`config.mk`:
```
export PLATFORM = sky130hd
export DESIGN_NAME = decodeCtrl
export DESIGN_NICKNAME = d
export VERILOG_FILES = /design/src/design/ctrlPkg.sv /design/src/design/instrDecoder.sv /design/src/design/condResolver.sv /design/src/design/excDetect.sv /design/src/design/decodeCtrl.sv
export SDC_FILE = /design/constraint.sdc
export NUM_CORES = 1
export LEC_CHECK = 0
export ABC_AREA = 0
export BUFFER_PORTS_ARGS = -buffer_cell sky130_fd_sc_hd__buf_2
export CELL_PAD_IN_SITES_DETAIL_PLACEMENT = 1
export CELL_PAD_IN_SITES_GLOBAL_PLACEMENT = 2
export CORE_UTILIZATION = 21
export CTS_BUF_LIST = sky130_fd_sc_hd__clkbuf_8
export DETAILED_ROUTE_END_ITERATION = 10
export PLACE_DENSITY = 0.94
export RECOVER_POWER = 100
export SLEW_MARGIN = 20
export SYNTH_ARGS = -nofsm -noshare
export SYNTH_HDL_FRONTEND = slang
export SYNTH_SLANG_ARGS = --single-unit
```
`constraint.sdc`:
```
create_clock -name clk -period 5.8 [get_ports clk]
set_clock_uncertainty 0.05 [all_clocks]
set_input_delay 1.16 -clock clk [delete_from_list [all_inputs] [get_ports clk]]
set_output_delay 1.16 -clock clk [all_outputs]
set_load 0.05 [all_outputs]
```
`src/design/ctrlPkg.sv`:
```
package ctrlPkg;

	// instruction field widths
	localparam int opW = 6;
	localparam int regW = 5;
	localparam int functW = 6;
	localparam int immW = 16;
	localparam int excW = 5;

	// select and control widths
	localparam int aluOpW = 5;
	localparam int mdOpW = 4;
	localparam int extW = 2;
	localparam int npcW = 2;
	localparam int brKindW = 3;
	localparam int jmpKindW = 2;
	localparam int movKindW = 2;
	localparam int wbSelW = 3;
	localparam int dmSelW = 4;
	localparam int regDstW = 2;
	localparam int hiloSelW = 2;

	// one instruction word, seen as R-format or I-format
	typedef union packed {
		struct packed {
			logic [opW-1:0] op;
			logic [regW-1:0] rs;
			logic [regW-1:0] rt;
			logic [regW-1:0] rd;
			logic [regW-1:0] shamt;
			logic [functW-1:0] funct;
		} rFmt;
		struct packed {
			logic [opW-1:0] op;
			logic [regW-1:0] rs;
			logic [regW-1:0] rt;
			logic [immW-1:0] imm;
		} iFmt;
	} instrWord_u;

	// primary opcodes
	localparam logic [opW-1:0] opSpecial = 6'b000000;
	localparam logic [opW-1:0] opRegimm = 6'b000001;
	localparam logic [opW-1:0] opJ = 6'b000010;
	localparam logic [opW-1:0] opJal = 6'b000011;
	localparam logic [opW-1:0] opBeq = 6'b000100;
	localparam logic [opW-1:0] opBne = 6'b000101;
	localparam logic [opW-1:0] opBlez = 6'b000110;
	localparam logic [opW-1:0] opBgtz = 6'b000111;
	localparam logic [opW-1:0] opAddi = 6'b001000;
	localparam logic [opW-1:0] opAddiu = 6'b001001;
	localparam logic [opW-1:0] opSlti = 6'b001010;
	localparam logic [opW-1:0] opSltiu = 6'b001011;
	localparam logic [opW-1:0] opAndi = 6'b001100;
	localparam logic [opW-1:0] opOri = 6'b001101;
	localparam logic [opW-1:0] opXori = 6'b001110;
	localparam logic [opW-1:0] opLui = 6'b001111;
	localparam logic [opW-1:0] opCop0 = 6'b010000;
	localparam logic [opW-1:0] opLb = 6'b100000;
	localparam logic [opW-1:0] opLh = 6'b100001;
	localparam logic [opW-1:0] opLwl = 6'b100010;
	localparam logic [opW-1:0] opLw = 6'b100011;
	localparam logic [opW-1:0] opLbu = 6'b100100;
	localparam logic [opW-1:0] opLhu = 6'b100101;
	localparam logic [opW-1:0] opLwr = 6'b100110;
	localparam logic [opW-1:0] opSb = 6'b101000;
	localparam logic [opW-1:0] opSh = 6'b101001;
	localparam logic [opW-1:0] opSwl = 6'b101010;
	localparam logic [opW-1:0] opSw = 6'b101011;
	localparam logic [opW-1:0] opSwr = 6'b101110;

	// SPECIAL funct field, ERET shares the field under COP0
	localparam logic [functW-1:0] fnSll = 6'b000000;
	localparam logic [functW-1:0] fnSrl = 6'b000010;
	localparam logic [functW-1:0] fnSra = 6'b000011;
	localparam logic [functW-1:0] fnSllv = 6'b000100;
	localparam logic [functW-1:0] fnSrlv = 6'b000110;
	localparam logic [functW-1:0] fnSrav = 6'b000111;
	localparam logic [functW-1:0] fnJr = 6'b001000;
	localparam logic [functW-1:0] fnJalr = 6'b001001;
	localparam logic [functW-1:0] fnMovz = 6'b001010;
	localparam logic [functW-1:0] fnMovn = 6'b001011;
	localparam logic [functW-1:0] fnSyscall = 6'b001100;
	localparam logic [functW-1:0] fnBreak = 6'b001101;
	localparam logic [functW-1:0] fnSync = 6'b001111;
	localparam logic [functW-1:0] fnMfhi = 6'b010000;
	localparam logic [functW-1:0] fnMthi = 6'b010001;
	localparam logic [functW-1:0] fnMflo = 6'b010010;
	localparam logic [functW-1:0] fnMtlo = 6'b010011;
	localparam logic [functW-1:0] fnMult = 6'b011000;
	localparam logic [functW-1:0] fnMultu = 6'b011001;
	localparam logic [functW-1:0] fnDiv = 6'b011010;
	localparam logic [functW-1:0] fnDivu = 6'b011011;
	localparam logic [functW-1:0] fnAdd = 6'b100000;
	localparam logic [functW-1:0] fnAddu = 6'b100001;
	localparam logic [functW-1:0] fnSub = 6'b100010;
	localparam logic [functW-1:0] fnSubu = 6'b100011;
	localparam logic [functW-1:0] fnAnd = 6'b100100;
	localparam logic [functW-1:0] fnOr = 6'b100101;
	localparam logic [functW-1:0] fnXor = 6'b100110;
	localparam logic [functW-1:0] fnNor = 6'b100111;
	localparam logic [functW-1:0] fnSlt = 6'b101010;
	localparam logic [functW-1:0] fnSltu = 6'b101011;
	localparam logic [functW-1:0] fnEret = 6'b011000;

	// REGIMM rt and COP0 rs sub-opcodes
	localparam logic [regW-1:0] rtBltz = 5'b00000;
	localparam logic [regW-1:0] rtBgez = 5'b00001;
	localparam logic [regW-1:0] rtBltzal = 5'b10000;
	localparam logic [regW-1:0] rtBgezal = 5'b10001;
	localparam logic [regW-1:0] rsMfc0 = 5'b00000;
	localparam logic [regW-1:0] rsMtc0 = 5'b00100;

	// ALU operations
	localparam logic [aluOpW-1:0] aluAdd = 5'd0;
	localparam logic [aluOpW-1:0] aluSub = 5'd1;
	localparam logic [aluOpW-1:0] aluOr = 5'd2;
	localparam logic [aluOpW-1:0] aluAnd = 5'd3;
	localparam logic [aluOpW-1:0] aluNor = 5'd4;
	localparam logic [aluOpW-1:0] aluXor = 5'd5;
	localparam logic [aluOpW-1:0] aluSll = 5'd6;
	localparam logic [aluOpW-1:0] aluSrl = 5'd7;
	localparam logic [aluOpW-1:0] aluSra = 5'd8;
	localparam logic [aluOpW-1:0] aluSlt = 5'd9;
	localparam logic [aluOpW-1:0] aluSltu = 5'd10;
	localparam logic [aluOpW-1:0] aluMove = 5'd11;
	localparam logic [aluOpW-1:0] aluAddu = 5'd12;
	localparam logic [aluOpW-1:0] aluSubu = 5'd16;
	localparam logic [aluOpW-1:0] aluNone = 5'd31;

	// multiply/divide unit
	localparam logic [mdOpW-1:0] mdMultu = 4'd0;
	localparam logic [mdOpW-1:0] mdMult = 4'd1;
	localparam logic [mdOpW-1:0] mdDivu = 4'd2;
	localparam logic [mdOpW-1:0] mdDiv = 4'd3;

	localparam logic [extW-1:0] extZero = 2'd0;
	localparam logic [extW-1:0] extSign = 2'd1;
	localparam logic [extW-1:0] extUpper = 2'd2;

	localparam logic [npcW-1:0] npcSeq = 2'd0;
	localparam logic [npcW-1:0] npcBranch = 2'd1;
	localparam logic [npcW-1:0] npcJump = 2'd2;
	localparam logic [npcW-1:0] npcJumpReg = 2'd3;

	localparam logic [brKindW-1:0] brEq = 3'd0;
	localparam logic [brKindW-1:0] brNe = 3'd1;
	localparam logic [brKindW-1:0] brGez = 3'd2;
	localparam logic [brKindW-1:0] brLtz = 3'd3;
	localparam logic [brKindW-1:0] brLez = 3'd4;
	localparam logic [brKindW-1:0] brGtz = 3'd5;
	localparam logic [brKindW-1:0] brNone = 3'd7;

	localparam logic [jmpKindW-1:0] jmpNone = 2'd0;
	localparam logic [jmpKindW-1:0] jmpDirect = 2'd1;
	localparam logic [jmpKindW-1:0] jmpRegister = 2'd2;

	localparam logic [movKindW-1:0] movNone = 2'd0;
	localparam logic [movKindW-1:0] movZ = 2'd1;
	localparam logic [movKindW-1:0] movN = 2'd2;

	// write-back source
	localparam logic [wbSelW-1:0] wbHilo = 3'd0;
	localparam logic [wbSelW-1:0] wbImm = 3'd1;
	localparam logic [wbSelW-1:0] wbAlu = 3'd2;
	localparam logic [wbSelW-1:0] wbLink = 3'd3;
	localparam logic [wbSelW-1:0] wbMem = 3'd4;
	localparam logic [wbSelW-1:0] wbCp0 = 3'd5;

	// data memory access size and direction
	localparam logic [dmSelW-1:0] dmSb = 4'd0;
	localparam logic [dmSelW-1:0] dmSh = 4'd1;
	localparam logic [dmSelW-1:0] dmSw = 4'd2;
	localparam logic [dmSelW-1:0] dmSwl = 4'd3;
	localparam logic [dmSelW-1:0] dmSwr = 4'd4;
	localparam logic [dmSelW-1:0] dmLbu = 4'd5;
	localparam logic [dmSelW-1:0] dmLb = 4'd6;
	localparam logic [dmSelW-1:0] dmLhu = 4'd7;
	localparam logic [dmSelW-1:0] dmLh = 4'd8;
	localparam logic [dmSelW-1:0] dmLwl = 4'd9;
	localparam logic [dmSelW-1:0] dmLwr = 4'd10;
	localparam logic [dmSelW-1:0] dmLw = 4'd11;

	localparam logic [regDstW-1:0] dstRt = 2'd0;
	localparam logic [regDstW-1:0] dstRd = 2'd1;
	localparam logic [regDstW-1:0] dstR31 = 2'd2;

	localparam logic [hiloSelW-1:0] hiloSelLo = 2'd0;
	localparam logic [hiloSelW-1:0] hiloSelHi = 2'd1;
	localparam logic [hiloSelW-1:0] hiloSelMd = 2'd2;

	// exception codes
	localparam logic [excW-1:0] excRi = 5'd10;
	localparam logic [excW-1:0] excBp = 5'd9;
	localparam logic [excW-1:0] excSys = 5'd8;

endpackage

```
`src/design/instrDecoder.sv`:
```
`timescale 1ns/1ns

module instrDecoder (
	input ctrlPkg::instrWord_u instr,
	output logic regWr,
	output logic [ctrlPkg::regDstW-1:0] regDstSel,
	output logic [ctrlPkg::wbSelW-1:0] wbSel,
	output logic [ctrlPkg::aluOpW-1:0] aluOp,
	output logic aluShamtSrc,
	output logic [ctrlPkg::extW-1:0] extOp,
	output logic dmWr,
	output logic dmRd,
	output logic [ctrlPkg::dmSelW-1:0] dmSel,
	output logic hiloWr,
	output logic [ctrlPkg::hiloSelW-1:0] hiloWrSel,
	output logic hiloRdHi,
	output logic mdStart,
	output logic [ctrlPkg::mdOpW-1:0] mdOp,
	output logic aluSrcImm,
	output logic isBranch,
	output logic [ctrlPkg::brKindW-1:0] brKind,
	output logic [ctrlPkg::jmpKindW-1:0] jmpKind,
	output logic [ctrlPkg::movKindW-1:0] movKind,
	output logic eretFlush,
	output logic cp0Wr,
	output logic cp0Rd,
	output logic recognized,
	output logic breakOp,
	output logic syscallOp
);
	import ctrlPkg::*;

	logic [opW-1:0] op;
	logic [regW-1:0] rs;
	logic [regW-1:0] rt;
	logic [functW-1:0] funct;
	logic syncOp;
	logic cop0Op;

	// op is common to both views
	assign op = instr.iFmt.op;
	assign rt = instr.iFmt.rt;
	assign rs = instr.rFmt.rs;
	assign funct = instr.rFmt.funct;

	always_comb begin
		regWr = 1'b0;
		regDstSel = dstRt;
		wbSel = wbAlu;
		aluOp = aluNone;
		aluShamtSrc = 1'b0;
		extOp = extZero;
		dmWr = 1'b0;
		dmRd = 1'b0;
		hiloWr = 1'b0;
		hiloWrSel = hiloSelLo;
		hiloRdHi = 1'b0;
		mdStart = 1'b0;
		mdOp = mdMultu;
		aluSrcImm = 1'b1;
		isBranch = 1'b0;
		brKind = brNone;
		jmpKind = jmpNone;
		movKind = movNone;
		eretFlush = 1'b0;
		cp0Wr = 1'b0;
		cp0Rd = 1'b0;
		breakOp = 1'b0;
		syscallOp = 1'b0;
		syncOp = 1'b0;
		cop0Op = 1'b0;
		case (op)
			opSpecial: begin
				regDstSel = dstRd;
				aluSrcImm = 1'b0;
				case (funct)
					fnAdd: aluOp = aluAdd;
					fnAddu: aluOp = aluAddu;
					fnSub: aluOp = aluSub;
					fnSubu: aluOp = aluSubu;
					fnAnd: aluOp = aluAnd;
					fnOr: aluOp = aluOr;
					fnXor: aluOp = aluXor;
					fnNor: aluOp = aluNor;
					fnSlt: aluOp = aluSlt;
					fnSltu: aluOp = aluSltu;
					fnSll, fnSllv: aluOp = aluSll;
					fnSrl, fnSrlv: aluOp = aluSrl;
					fnSra, fnSrav: aluOp = aluSra;
					fnMovz, fnMovn: aluOp = aluMove;
					default: aluOp = aluNone;
				endcase
				// every funct with an ALU op writes rd
				if (aluOp != aluNone)
					regWr = 1'b1;
				case (funct)
					fnSll, fnSrl, fnSra: aluShamtSrc = 1'b1;
					fnJr: begin
						isBranch = 1'b1;
						jmpKind = jmpRegister;
					end
					fnJalr: begin
						isBranch = 1'b1;
						jmpKind = jmpRegister;
						regWr = 1'b1;
						wbSel = wbLink;
					end
					fnMfhi, fnMflo: begin
						regWr = 1'b1;
						wbSel = wbHilo;
						hiloRdHi = (funct == fnMfhi);
					end
					fnMthi: begin
						hiloWr = 1'b1;
						hiloWrSel = hiloSelHi;
					end
					fnMtlo: hiloWr = 1'b1;
					fnMult, fnMultu, fnDiv, fnDivu: begin
						hiloWr = 1'b1;
						hiloWrSel = hiloSelMd;
						mdStart = 1'b1;
						wbSel = wbHilo;
						case (funct)
							fnMult: mdOp = mdMult;
							fnDivu: mdOp = mdDivu;
							fnDiv: mdOp = mdDiv;
							default: mdOp = mdMultu;
						endcase
					end
					fnMovz: movKind = movZ;
					fnMovn: movKind = movN;
					fnSyscall: syscallOp = 1'b1;
					fnBreak: breakOp = 1'b1;
					fnSync: syncOp = 1'b1;
					default: ;
				endcase
			end
			opAddi, opAddiu, opSlti, opSltiu: begin
				regWr = 1'b1;
				extOp = extSign;
				case (op)
					opAddi: aluOp = aluAdd;
					opAddiu: aluOp = aluAddu;
					opSlti: aluOp = aluSlt;
					default: aluOp = aluSltu;
				endcase
			end
			opAndi, opOri, opXori: begin
				regWr = 1'b1;
				case (op)
					opAndi: aluOp = aluAnd;
					opOri: aluOp = aluOr;
					default: aluOp = aluXor;
				endcase
			end
			opLui: begin
				regWr = 1'b1;
				extOp = extUpper;
				wbSel = wbImm;
			end
			// address is base plus sign-extended offset
			opLb, opLh, opLwl, opLw, opLbu, opLhu, opLwr: begin
				regWr = 1'b1;
				dmRd = 1'b1;
				aluOp = aluAdd;
				extOp = extSign;
				wbSel = wbMem;
			end
			opSb, opSh, opSwl, opSw, opSwr: begin
				dmWr = 1'b1;
				aluOp = aluAdd;
				extOp = extSign;
			end
			opBeq, opBne, opBlez, opBgtz: begin
				isBranch = 1'b1;
				case (op)
					opBeq: brKind = brEq;
					opBne: brKind = brNe;
					opBlez: brKind = brLez;
					default: brKind = brGtz;
				endcase
			end
			opRegimm: begin
				regDstSel = dstR31;
				wbSel = wbLink;
				case (rt)
					rtBltz: brKind = brLtz;
					rtBgez: brKind = brGez;
					rtBltzal: brKind = brLtz;
					rtBgezal: brKind = brGez;
					default: brKind = brNone;
				endcase
				isBranch = (brKind != brNone);
				// the link forms have rt[4] set
				regWr = isBranch && rt[4];
			end
			opJ: begin
				isBranch = 1'b1;
				jmpKind = jmpDirect;
			end
			opJal: begin
				isBranch = 1'b1;
				jmpKind = jmpDirect;
				regWr = 1'b1;
				regDstSel = dstR31;
				wbSel = wbLink;
			end
			opCop0: begin
				cop0Op = 1'b1;
				eretFlush = (funct == fnEret);
				cp0Wr = (rs == rsMtc0);
				cp0Rd = (rs == rsMfc0);
				if (rs == rsMfc0) begin
					regWr = 1'b1;
					wbSel = wbCp0;
				end
			end
			default: ;
		endcase
	end

	// access size, LW when nothing else matches
	always_comb begin
		case (op)
			opSb: dmSel = dmSb;
			opSh: dmSel = dmSh;
			opSw: dmSel = dmSw;
			opSwl: dmSel = dmSwl;
			opSwr: dmSel = dmSwr;
			opLbu: dmSel = dmLbu;
			opLb: dmSel = dmLb;
			opLhu: dmSel = dmLhu;
			opLh: dmSel = dmLh;
			opLwl: dmSel = dmLwl;
			opLwr: dmSel = dmLwr;
			default: dmSel = dmLw;
		endcase
	end

	// anything with a visible effect counts as a known instruction
	assign recognized = regWr || hiloWr || dmWr || breakOp || syscallOp || syncOp ||
		cop0Op || isBranch;

endmodule

```
`src/design/condResolver.sv`:
```
`timescale 1ns/1ns

module condResolver (
	input logic [ctrlPkg::brKindW-1:0] brKind,
	input logic [ctrlPkg::jmpKindW-1:0] jmpKind,
	input logic [ctrlPkg::movKindW-1:0] movKind,
	input logic cmpEq,
	input logic [1:0] cmpSign,
	input logic cmpRtZero,
	output logic [ctrlPkg::npcW-1:0] npcOp,
	output logic movEnable
);
	import ctrlPkg::*;

	logic taken;

	// cmpSign: 01 positive, 10 negative, 00 zero
	always_comb begin
		case (brKind)
			brEq: taken = cmpEq;
			brNe: taken = !cmpEq;
			brGez: taken = (cmpSign != 2'b10);
			brLtz: taken = (cmpSign == 2'b10);
			brLez: taken = (cmpSign != 2'b01);
			brGtz: taken = (cmpSign == 2'b01);
			default: taken = 1'b0;
		endcase
	end

	always_comb begin
		if (brKind != brNone) begin
			npcOp = taken ? npcBranch : npcSeq;
		end else begin
			case (jmpKind)
				jmpDirect: npcOp = npcJump;
				jmpRegister: npcOp = npcJumpReg;
				default: npcOp = npcSeq;
			endcase
		end
	end

	// the move is cancelled when its rt test fails
	assign movEnable = !((movKind == movZ && !cmpRtZero) ||
		(movKind == movN && cmpRtZero));

endmodule

```
`src/design/excDetect.sv`:
```
`timescale 1ns/1ns

module excDetect (
	input logic clk,
	input logic rst,
	input logic recognized,
	input logic breakOp,
	input logic syscallOp,
	input logic fetchExc,
	input logic [ctrlPkg::excW-1:0] fetchExcCode,
	input logic ifFlush,
	output logic idException,
	output logic [ctrlPkg::excW-1:0] idExcCode
);
	import ctrlPkg::*;

	logic postReset;

	// high through reset and for one cycle after release
	always_ff @(posedge clk) begin
		if (!rst)
			postReset <= 1'b1;
		else
			postReset <= 1'b0;
	end

	// fetch side exception is older and wins
	always_comb begin
		idException = 1'b1;
		if (fetchExc)
			idExcCode = fetchExcCode;
		else if (!recognized && !postReset && !ifFlush)
			idExcCode = excRi;
		else if (breakOp)
			idExcCode = excBp;
		else if (syscallOp)
			idExcCode = excSys;
		else begin
			idException = 1'b0;
			idExcCode = '0;
		end
	end

endmodule

```
`src/design/decodeCtrl.sv`:
```
`timescale 1ns/1ns

module decodeCtrl (
	input logic clk,
	input logic rst,
	input ctrlPkg::instrWord_u instr,
	input logic cmpEq,
	input logic [1:0] cmpSign,
	input logic cmpRtZero,
	input logic fetchExc,
	input logic [ctrlPkg::excW-1:0] fetchExcCode,
	input logic ifFlush,
	output logic regWr,
	output logic [ctrlPkg::regDstW-1:0] regDstSel,
	output logic [ctrlPkg::wbSelW-1:0] wbSel,
	output logic [ctrlPkg::aluOpW-1:0] aluOp,
	output logic aluShamtSrc,
	output logic [ctrlPkg::extW-1:0] extOp,
	output logic dmWr,
	output logic dmRd,
	output logic [ctrlPkg::dmSelW-1:0] dmSel,
	output logic hiloWr,
	output logic [ctrlPkg::hiloSelW-1:0] hiloWrSel,
	output logic hiloRdHi,
	output logic mdStart,
	output logic [ctrlPkg::mdOpW-1:0] mdOp,
	output logic aluSrcImm,
	output logic isBranch,
	output logic eretFlush,
	output logic cp0Wr,
	output logic cp0Rd,
	output logic [ctrlPkg::npcW-1:0] npcOp,
	output logic movEnable,
	output logic idException,
	output logic [ctrlPkg::excW-1:0] idExcCode
);
	import ctrlPkg::*;

	logic [brKindW-1:0] brKind;
	logic [jmpKindW-1:0] jmpKind;
	logic [movKindW-1:0] movKind;
	logic recognized;
	logic breakOp;
	logic syscallOp;

	instrDecoder dec0 (
		.instr(instr),
		.regWr(regWr),
		.regDstSel(regDstSel),
		.wbSel(wbSel),
		.aluOp(aluOp),
		.aluShamtSrc(aluShamtSrc),
		.extOp(extOp),
		.dmWr(dmWr),
		.dmRd(dmRd),
		.dmSel(dmSel),
		.hiloWr(hiloWr),
		.hiloWrSel(hiloWrSel),
		.hiloRdHi(hiloRdHi),
		.mdStart(mdStart),
		.mdOp(mdOp),
		.aluSrcImm(aluSrcImm),
		.isBranch(isBranch),
		.brKind(brKind),
		.jmpKind(jmpKind),
		.movKind(movKind),
		.eretFlush(eretFlush),
		.cp0Wr(cp0Wr),
		.cp0Rd(cp0Rd),
		.recognized(recognized),
		.breakOp(breakOp),
		.syscallOp(syscallOp)
	);

	// next-PC and conditional move from comparator flags
	condResolver cond0 (
		.brKind(brKind),
		.jmpKind(jmpKind),
		.movKind(movKind),
		.cmpEq(cmpEq),
		.cmpSign(cmpSign),
		.cmpRtZero(cmpRtZero),
		.npcOp(npcOp),
		.movEnable(movEnable)
	);

	excDetect exc0 (
		.clk(clk),
		.rst(rst),
		.recognized(recognized),
		.breakOp(breakOp),
		.syscallOp(syscallOp),
		.fetchExc(fetchExc),
		.fetchExcCode(fetchExcCode),
		.ifFlush(ifFlush),
		.idException(idException),
		.idExcCode(idExcCode)
	);

endmodule

```
==> impl_metrics.yaml, run 1 <==
die:
  die_area_sq_mm: 0.00643
  fp.dieW_microns: 80.2
  start_util: 0.217
  rows: 28
  core_sq_mm: 0.00592
  ios: 88
  die_h_microns: 80.2
synthesis:
  yosysUniqueCellTypes: 54
  synth.avg_cell_area_sq_um: 6.00
  synth_edf_count: 0
  synthFlopType: "dfxtp_1"
  ys_seq_area_frac: 0.0156
  ys_seq_elements: 1
  async_reset_ff_frac: 0
  syn_area_sq_mm: 0.00128
  synthCells: 214
  ys.warnings.count: 0
timing:
  rsz0062_at_grt: "false"
  final.period_utilization: 0.911
  report.final.slew_viol_count: 0
  hold_viol: 0
  period_needed_ns: 5.28
  max_slew_margin: 0.430
  setup_viol_count_final: 0
  setup_tns_ns: 0
  worstMarginPinSlew_ns: 0.855
  fmax_ghz: 0.189
finish:
  reg_top3: "exc0.postReset: 1 flops"
  final_nets: 325
  n_antenna_cell: 0
  regMostFlops: "exc0.postReset"
  largest_reg_flops: 1
  syn_to_final_growth_pct: 26.7
  drive_gt1_frac: 0.188
pwr:
  p_total_mw: 0.142
  cellLeakagePower_nw: 0.662
  ir_drop_uv: 33.7
  pwr_density_cell_mw_per_mm2: 87.2
grt:
  grt_pass1_wl_microns: 8010
  antenna_found_initial: 0
  gr-usage-all-layers: 0.150
  grt_pass1_vias: 1686
  grt_max_degree: 23
  grt.overflow.total: 0
worst_setup_path:
  max_stage_delay_ns: 0.65
  start_kind: "input pin"
  path_class: "input pin to primary output"
  crit_required_ns: 4.59
  crit_path_end_kind: "primary output"
  crit_path_cell_trace: "clkbuf_1, or4_1, or3_1, or3_4, o31ai_4, nor4b_1, or3_1, clkbuf_1"
  critical-path-slowest-cell: "or4_1"
  crit_fanout: 20
  cp.arrival_ns: 4.07
  crit_start: "instr[28]"
hold_path:
  min_path_cells: 2
  min_from: "rst"
  worstHoldEndpoint: "exc0.postReset$_DFF_P_"
  min_path_type: "input pin to register"
job:
  cap_violations: 0
routing:
  vias: 1761
  drt-initial-drc-count: 115
  via_per_inst: 5.09
  drt-pass1-iter-count: 4
  ant_nets: 0
  drt_wl_total_microns: 5050
  wl_per_cell_microns: 14.6
  drc: 0
clock_tree:
  cts.reportedPaths.clkPinSlew_ns: 0
  post_cts_buffers: 0
  ctsResizeCount: 0
  ctsHoldBuffers: 0
place:
  dp_hpwl_microns: 4020
  place.gp.congestion: 0.810
  port_buffers: 75
run_status:
  run_status: "completed"
==> Yosys cell counts, types with 2 or more instances <==
cell type   n  area (sq um)
buf_4       2          15.0
a32oi_1     3          26.3
inv_1       8          30.0
ha_1        7          87.6
nor4_1      5          31.3
nor2_1     24          90.1
nand2b_1   10          62.6
or3_1       4          25.0
a31oi_1     4          25.0
and3b_1     2          17.5
nor4b_1     2          17.5
nand3_1     5          25.0
clkbuf_1   16          60.1
and3_1      4          25.0
nand3b_1    3          22.5
nor2b_1     5          31.3
o22ai_1     3          18.8
a221oi_1    2          17.5
a211o_1     3          26.3
or2_2       6          37.5
xnor2_1     2          17.5
a21oi_1    20           100
nor3b_1     3          22.5
nand2_1    21          78.8
and2_1      2          12.5
a211oi_1    2          15.0
o21ai_0    15          75.1
nor3_1      5          25.0
==> per-stage QoR <==
stage	std cells	area (sq um)	util	hold WS, ns	worst slack [ns]
3_5_place_dp	346	1680	0.283	1.27	0.852
5_1_grt	346	1630	0.275	1.28	0.379
2_1_floorplan	215	1290	-	1.17	0.0211
3_3_place_gp	346	1680	0.283	1.26	0.851
4_1_cts	346	1680	0.283	1.27	0.842
6_report	346	1630	0.275	1.27	0.519
==> worst max-delay path, delay by kind of cell <==
family                 cells  cell delay [ns]
AOI/OAI and AO/OA          1             0.24
and+or+nand+nor            5             2.00
buffers and inverters      2             0.65
==> cell usage in the layout (no fill, tap or decap), types with 5 or more instances in the layout <==
cell type and count:
buf_2 38, clkbuf_1 37, nor2_1 24, nand2_1 21
a21oi_1 20, o21ai_0 15, nand2b_1 10, inv_1 8
ha_1 7, or2_2 6, nor2b_1 5, nor4_1 5
nor3_1 5, nand3_1 5
==> kinds of logic (layout without fill, tap and decap cells) <==
kind of cell,Yosys count,in the layout,share of synthesized area
other,1,2,0.00292
muxes,2,2,0.0175
AOI/OAI and AO/OA,66,66,0.344
xor gates and xnor gates,2,2,0.0136
buffers and inverters,30,86,0.100
DFF,1,1,0.0156
and+or+nand+nor,105,105,0.438
adders and majority gates,7,7,0.0682
==> where the power goes <==
part,internal [mW],switching [mW]
registers,0.00740,0.000120
logic,0.0380,0.0963
clock network,0,0
==> cell type report <==
type                    instances  area, sq um
well taps                      75         93.8
inverters                       9         33.8
flip-flops and latches          1         20.0
fillers                       806         4290
repair buffers                 77          344
multi-input cells             184         1130
==> metal layers <==
metal | GRT usage | routed length [microns] | part of all wire | vias to the layer above
met3 | 0 | 136 | 0.027 | 0
li1 | - | - | - | 888
met5 | 0 | 0 | 0 | -
met1 | 0.202 | 2320 | 0.46 | 841
met2 | 0.284 | 2590 | 0.51 | 32
met4 | 0 | 0 | 0 | 0
==> worst max-delay path by stage <==
stage	to	slack, ns
floorplan	npcOp[0]	0.02
global placement	npcOp[1]	0.85
detailed placement	npcOp[1]	0.85
CTS	npcOp[1]	0.84
global route	idExcCode[3]	0.38
finish	idException	0.52
Power figures use the tool's default switching activity.
==> run 2: changes to the inputs <==
CORE_UTILIZATION = 22   (was 21)
PLACE_DENSITY = 0.95   (was 0.94)
REMOVE_ABC_BUFFERS = 1   (was unset)
SYNTH_HIERARCHICAL = 1   (was unset)
==> impl_metrics.yaml, run 2 <==
job:
  cap_violations: 0
die:
  ios: 88
  rows: 28
  core_sq_mm: 0.00592
  start_util: 0.229
  fp.dieW_microns: 80.6
  die_area_sq_mm: 0.00649
  die_h_microns: 80.6
grt:
  antenna_found_initial: 0
  grt_pass1_vias: 1714
  gr-usage-all-layers: 0.148
  grt_max_degree: 26
  grt.overflow.total: 0
  grt_pass1_wl_microns: 7990
synthesis:
  synthCells: 227
  synth_top_area_share: 0.0747
  synth_common_cells: "27 x nor2_1, 25 x nand2_1, 16 x a21oi_1"
  synth_most_common_cell: "nor2_1"
  synth_edf_count: 0
  ys_seq_area_frac: 0.0147
  syn_area_sq_mm: 0.00136
  synth.avg_cell_area_sq_um: 5.98
  ys_seq_elements: 1
  synthFlopType: "dfxtp_1"
  synth_largest_area_cell: "nor2_1"
  async_reset_ff_frac: 0
  netlist_top_cells_area: "nor2_1 7.5%, nand2_1 6.9%, a21oi_1 5.9%, ha_1 5.5%, nor2b_1 5.1%"
  yosysUniqueCellTypes: 55
  ys.warnings.count: 6
finish:
  largest_reg_flops: 1
  syn_to_final_growth_pct: 23.5
  reg_top3: "exc0/postReset: 1 flops"
  drive_gt1_frac: 0.182
  final_cell_mix: "41 x buf_2, 33 x clkbuf_1, 27 x nor2_1"
  n_antenna_cell: 0
  final_common_cell: "buf_2"
  regMostFlops: "exc0/postReset"
  final_nets: 338
clock_tree:
  ctsHoldBuffers: 0
  cts.reportedPaths.clkPinSlew_ns: 0
  post_cts_buffers: 0
  ctsResizeCount: 0
pwr:
  pwr_density_cell_mw_per_mm2: 84.4
  cellLeakagePower_nw: 0.693
  ir_drop_uv: 32.5
run_status:
  run_status: "completed"
place:
  port_buffers: 75
  place.gp.congestion: 0.888
  dp_hpwl_microns: 3900
worst_setup_path:
  crit_path_end_kind: "primary output"
  cp.arrival_ns: 4.08
  crit_path_cell_trace: "clkbuf_1, nor3_1, nand2_1, o32ai_1, or3_1, or4_1, or3_4, a21oi_1, clkbuf_2"
  max_stage_delay_ns: 0.46
  crit_fanout: 16
  path_class: "input pin to primary output"
  crit_end: "idExcCode[3]"
  crit_required_ns: 4.59
  start_kind: "input pin"
  crit_start: "instr[31]"
  critical-path-slowest-cell: "clkbuf_1"
routing:
  ant_nets: 0
  drt-initial-drc-count: 69
  wl_met1_microns: 2230
  wl_per_cell_microns: 13.6
  drt_wl_total_microns: 4890
  dr_wl_met3_microns: 360
  drc: 0
  vias: 1857
  met2_length_microns: 2290
  drt-pass1-iter-count: 4
  via_per_inst: 5.16
  top_layer: "met3"
timing:
  worstMarginPinSlew_ns: 0.987
  setup_tns_ns: 0
  holdWs_ns: 1.26
  fmax_ghz: 0.189
  period_needed_ns: 5.29
  max_slew_margin: 0.337
  report.final.slew_viol_count: 0
  final.period_utilization: 0.912
  setup_viol_count_final: 0
  rsz0062_at_grt: "false"
  hold_viol: 0
hold_path:
  min_path_type: "input pin to register"
## run 2: cell count changes after synthesis, sizes merged, moves of 5 or more
cell / before / now
and2: 2 / 7
buf: 5 / 12
clkbuf: 16 / 6
nand2: 21 / 26
nand2b: 10 / 5
nor2b: 5 / 11
nor3: 5 / 14
## run 2: through the flow
| stage | cell area [sq um] | worst slack [ns] | power (mW) | std cells | utilization |
|---|---|---|---|---|---|
| floorplan | 1260 | 0.328 | 0.0967 | 210 | - |
| global placement | 1730 | 0.714 | 0.143 | 360 | 0.291 |
| detailed placement | 1730 | 0.663 | 0.144 | 360 | 0.291 |
| CTS | 1730 | 0.657 | 0.145 | 360 | 0.291 |
| global route | 1680 | 0.300 | 0.155 | 360 | 0.283 |
| finish | 1680 | 0.508 | 0.142 | 360 | 0.283 |
## run 2: worst max-delay path, delay by kind of cell
kind | cells | cell delay (ns)
AOI/OAI and AO/OA | 2 | 0.32
buffers and inverters | 2 | 0.75
and+or+nand+nor | 5 | 1.84
## run 2: layout make-up
| type | count | area, sq um |
|---|---|---|
| fill | 800 | 4240 |
| multi-input combinational | 197 | 1180 |
| timing repair buffer | 75 | 334 |
| tap | 75 | 93.8 |
| inverter | 12 | 45.0 |
| sequential | 1 | 20.0 |
## run 2: cell families (layout without fill, tap and decap cells)
kind of cell / count (synthesis) / in the layout / share of synthesized area
AOI/OAI and AO/OA: 61 / 61 / 0.294
muxes: 2 / 2 / 0.0157
other: 1 / 2 / 0.00276
buffers and inverters: 30 / 87 / 0.111
and+or+nand+nor: 123 / 123 / 0.488
adders and majority gates: 6 / 6 / 0.0553
DFF: 1 / 1 / 0.0147
xor gates and xnor gates: 3 / 3 / 0.0194
## run 2: where the power goes
part	switching [mW]	internal [mW]	leakage [nW]	total [mW]
clock network	0	0	0	0
logic	0.0955	0.0385	0.684	0.134
registers	0.000127	0.00740	0.00844	0.00752
total	0.0956	0.0459	0.693	0.142
## run 2: worst min path at each step
stage	startpoint	endpoint	slack [ns]	cells after the start
finish	rst	exc0/postReset$_DFF_P_	1.26	2
global route	rst	exc0/postReset$_DFF_P_	1.29	2
CTS	rst	exc0/postReset$_DFF_P_	1.27	2
detailed placement	rst	exc0/postReset$_DFF_P_	1.27	2
global placement	rst	exc0/postReset$_DFF_P_	1.26	2
floorplan	rst	exc0/postReset$_DFF_P_	1.17	1
## run 2: layer usage
layer	global-route usage	vias to the layer above
met5	0	-
met4	0.00179	0
met3	0.0205	0
met2	0.256	52
met1	0.205	874
li1	-	931
==> run 3: changes to the inputs <==
CORE_UTILIZATION = 20   (was 22)
PLACE_DENSITY = 0.91   (was 0.95)
SYNTH_HIERARCHICAL = unset   (was 1)
clock period = 5.4 ns   (was 5.8 ns; I/O delays follow)
==> impl_metrics.yaml, run 3 (synthesis results as in run 1) <==
run_status:
  run_status: "completed"
die:
  core_sq_mm: 0.00606
  start_util: 0.212
  ios: 88
  die_h_microns: 82.1
  die_area_sq_mm: 0.00674
  fp.dieW_microns: 82.1
  rows: 28
timing:
  period_needed_ns: 4.87
  final.period_utilization: 0.902
  rsz0062_at_grt: "false"
  worstMarginPinSlew_ns: 0.687
  setup_viol_count_final: 0
  fmax_ghz: 0.205
  hold_viol: 0
  report.final.slew_viol_count: 0
  setup_tns_ns: 0
  max_slew_margin: 0.538
job:
  cap_violations: 0
place:
  port_buffers: 75
  place_area_sq_mm: 0.00170
  place.gp.congestion: 0.820
  dp_hpwl_microns: 4060
worst_setup_path:
  path_class: "input pin to primary output"
  critPathTopFamily: "simple AND/OR/NAND/NOR gates"
  max_stage_delay_ns: 0.56
  crit_path_cell_trace: "buf_2, or4_4, or3_1, or3_4, nor3_1, ha_1, nor2_1, clkbuf_1"
  start_kind: "input pin"
  crit_buf_inv: 2
  cp.arrival_ns: 3.74
  crit_fanout: 8
  critical-path-slowest-cell: "or4_4"
  crit_required_ns: 4.27
  crit_path_end_kind: "primary output"
  crit_start: "instr[26]"
routing:
  drt_wl_total_microns: 5050
  via_per_inst: 5.10
  vias: 1780
  drt-pass1-iter-count: 4
  drc: 0
  ant_nets: 0
  wl_per_cell_microns: 14.5
  drt-initial-drc-count: 95
pwr:
  ir_drop_uv: 36.5
  pwr_density_cell_mw_per_mm2: 92.9
  cellLeakagePower_nw: 0.666
finish:
  drive_gt1_frac: 0.186
  final_nets: 328
  finish.utilization: 0.272
  reg_top3: "exc0.postReset: 1 flops"
  largest_reg_flops: 1
  syn_to_final_growth_pct: 28.4
  regMostFlops: "exc0.postReset"
  design_area_sq_mm: 0.00165
  final_cell_mix: "41 x clkbuf_1, 34 x buf_2, 24 x nor2_1"
  final_common_cell: "clkbuf_1"
  n_antenna_cell: 0
grt:
  grt_pass1_vias: 1641
  grt.overflow.total: 0
  gr-usage-all-layers: 0.146
  grt_pass1_wl_microns: 7940
  grt_max_degree: 23
  antenna_found_initial: 0
clock_tree:
  ctsResizeCount: 0
  ctsHoldBuffers: 0
  cts.reportedPaths.clkPinSlew_ns: 0
  post_cts_buffers: 0
hold_path:
  min_path_type: "input pin to register"
  min_from: "rst"
[run 3: cell count changes in the layout (fill, tap and decap cells not counted), moves of 4 or more]
cell and change:
a21oi_1 +4, and2_1 -5, buf_2 -7, buf_4 +5
clkbuf_1 +8, inv_1 -4, nand2_1 -5, nand2b_1 +5
nor2b_1 -6, nor3_1 -9, or2_2 +4
[run 3: worst paths after layout]
kind | to | cells after the start | slack, ns
setup / recovery | npcOp[1] | 8 | 0.53
hold / removal | exc0.postReset$_DFF_P_ | 2 | 1.18
[run 3: layout make-up]
type,count,area [sq um]
Fill cell,837,4410
Inverter,9,33.8
Tap cell,75,93.8
Sequential cell,1,20.0
Timing Repair Buffer,80,362
Multi-Input combinational cell,184,1140
[run 3: metal layers]
metal  GRT usage  routed length, microns  share of wire
met2       0.262                    2390           0.47
met1       0.196                    2300           0.46
met5           0                       0              0
met4     0.00526                      42         0.0083
met3      0.0121                     324          0.064
[run 3: where the power goes]
part           leakage (nW)  switching (mW)  internal (mW)  total, mW
clock                     0               0              0          0
sequential          0.00844       0.0000913        0.00794    0.00803
combinational         0.657           0.103         0.0423      0.145
total                 0.666           0.103         0.0502      0.153
[run 3: through the flow]
step	power [mW]	hold WS (ns)	setup WS (ns)	instances
2_1_floorplan	0.102	1.09	0.0559	194
3_3_place_gp	0.154	1.18	0.734	349
3_5_place_dp	0.156	1.18	0.710	349
4_1_cts	0.157	1.18	0.712	349
5_1_grt	0.166	1.19	0.462	349
6_report	0.153	1.18	0.529	349
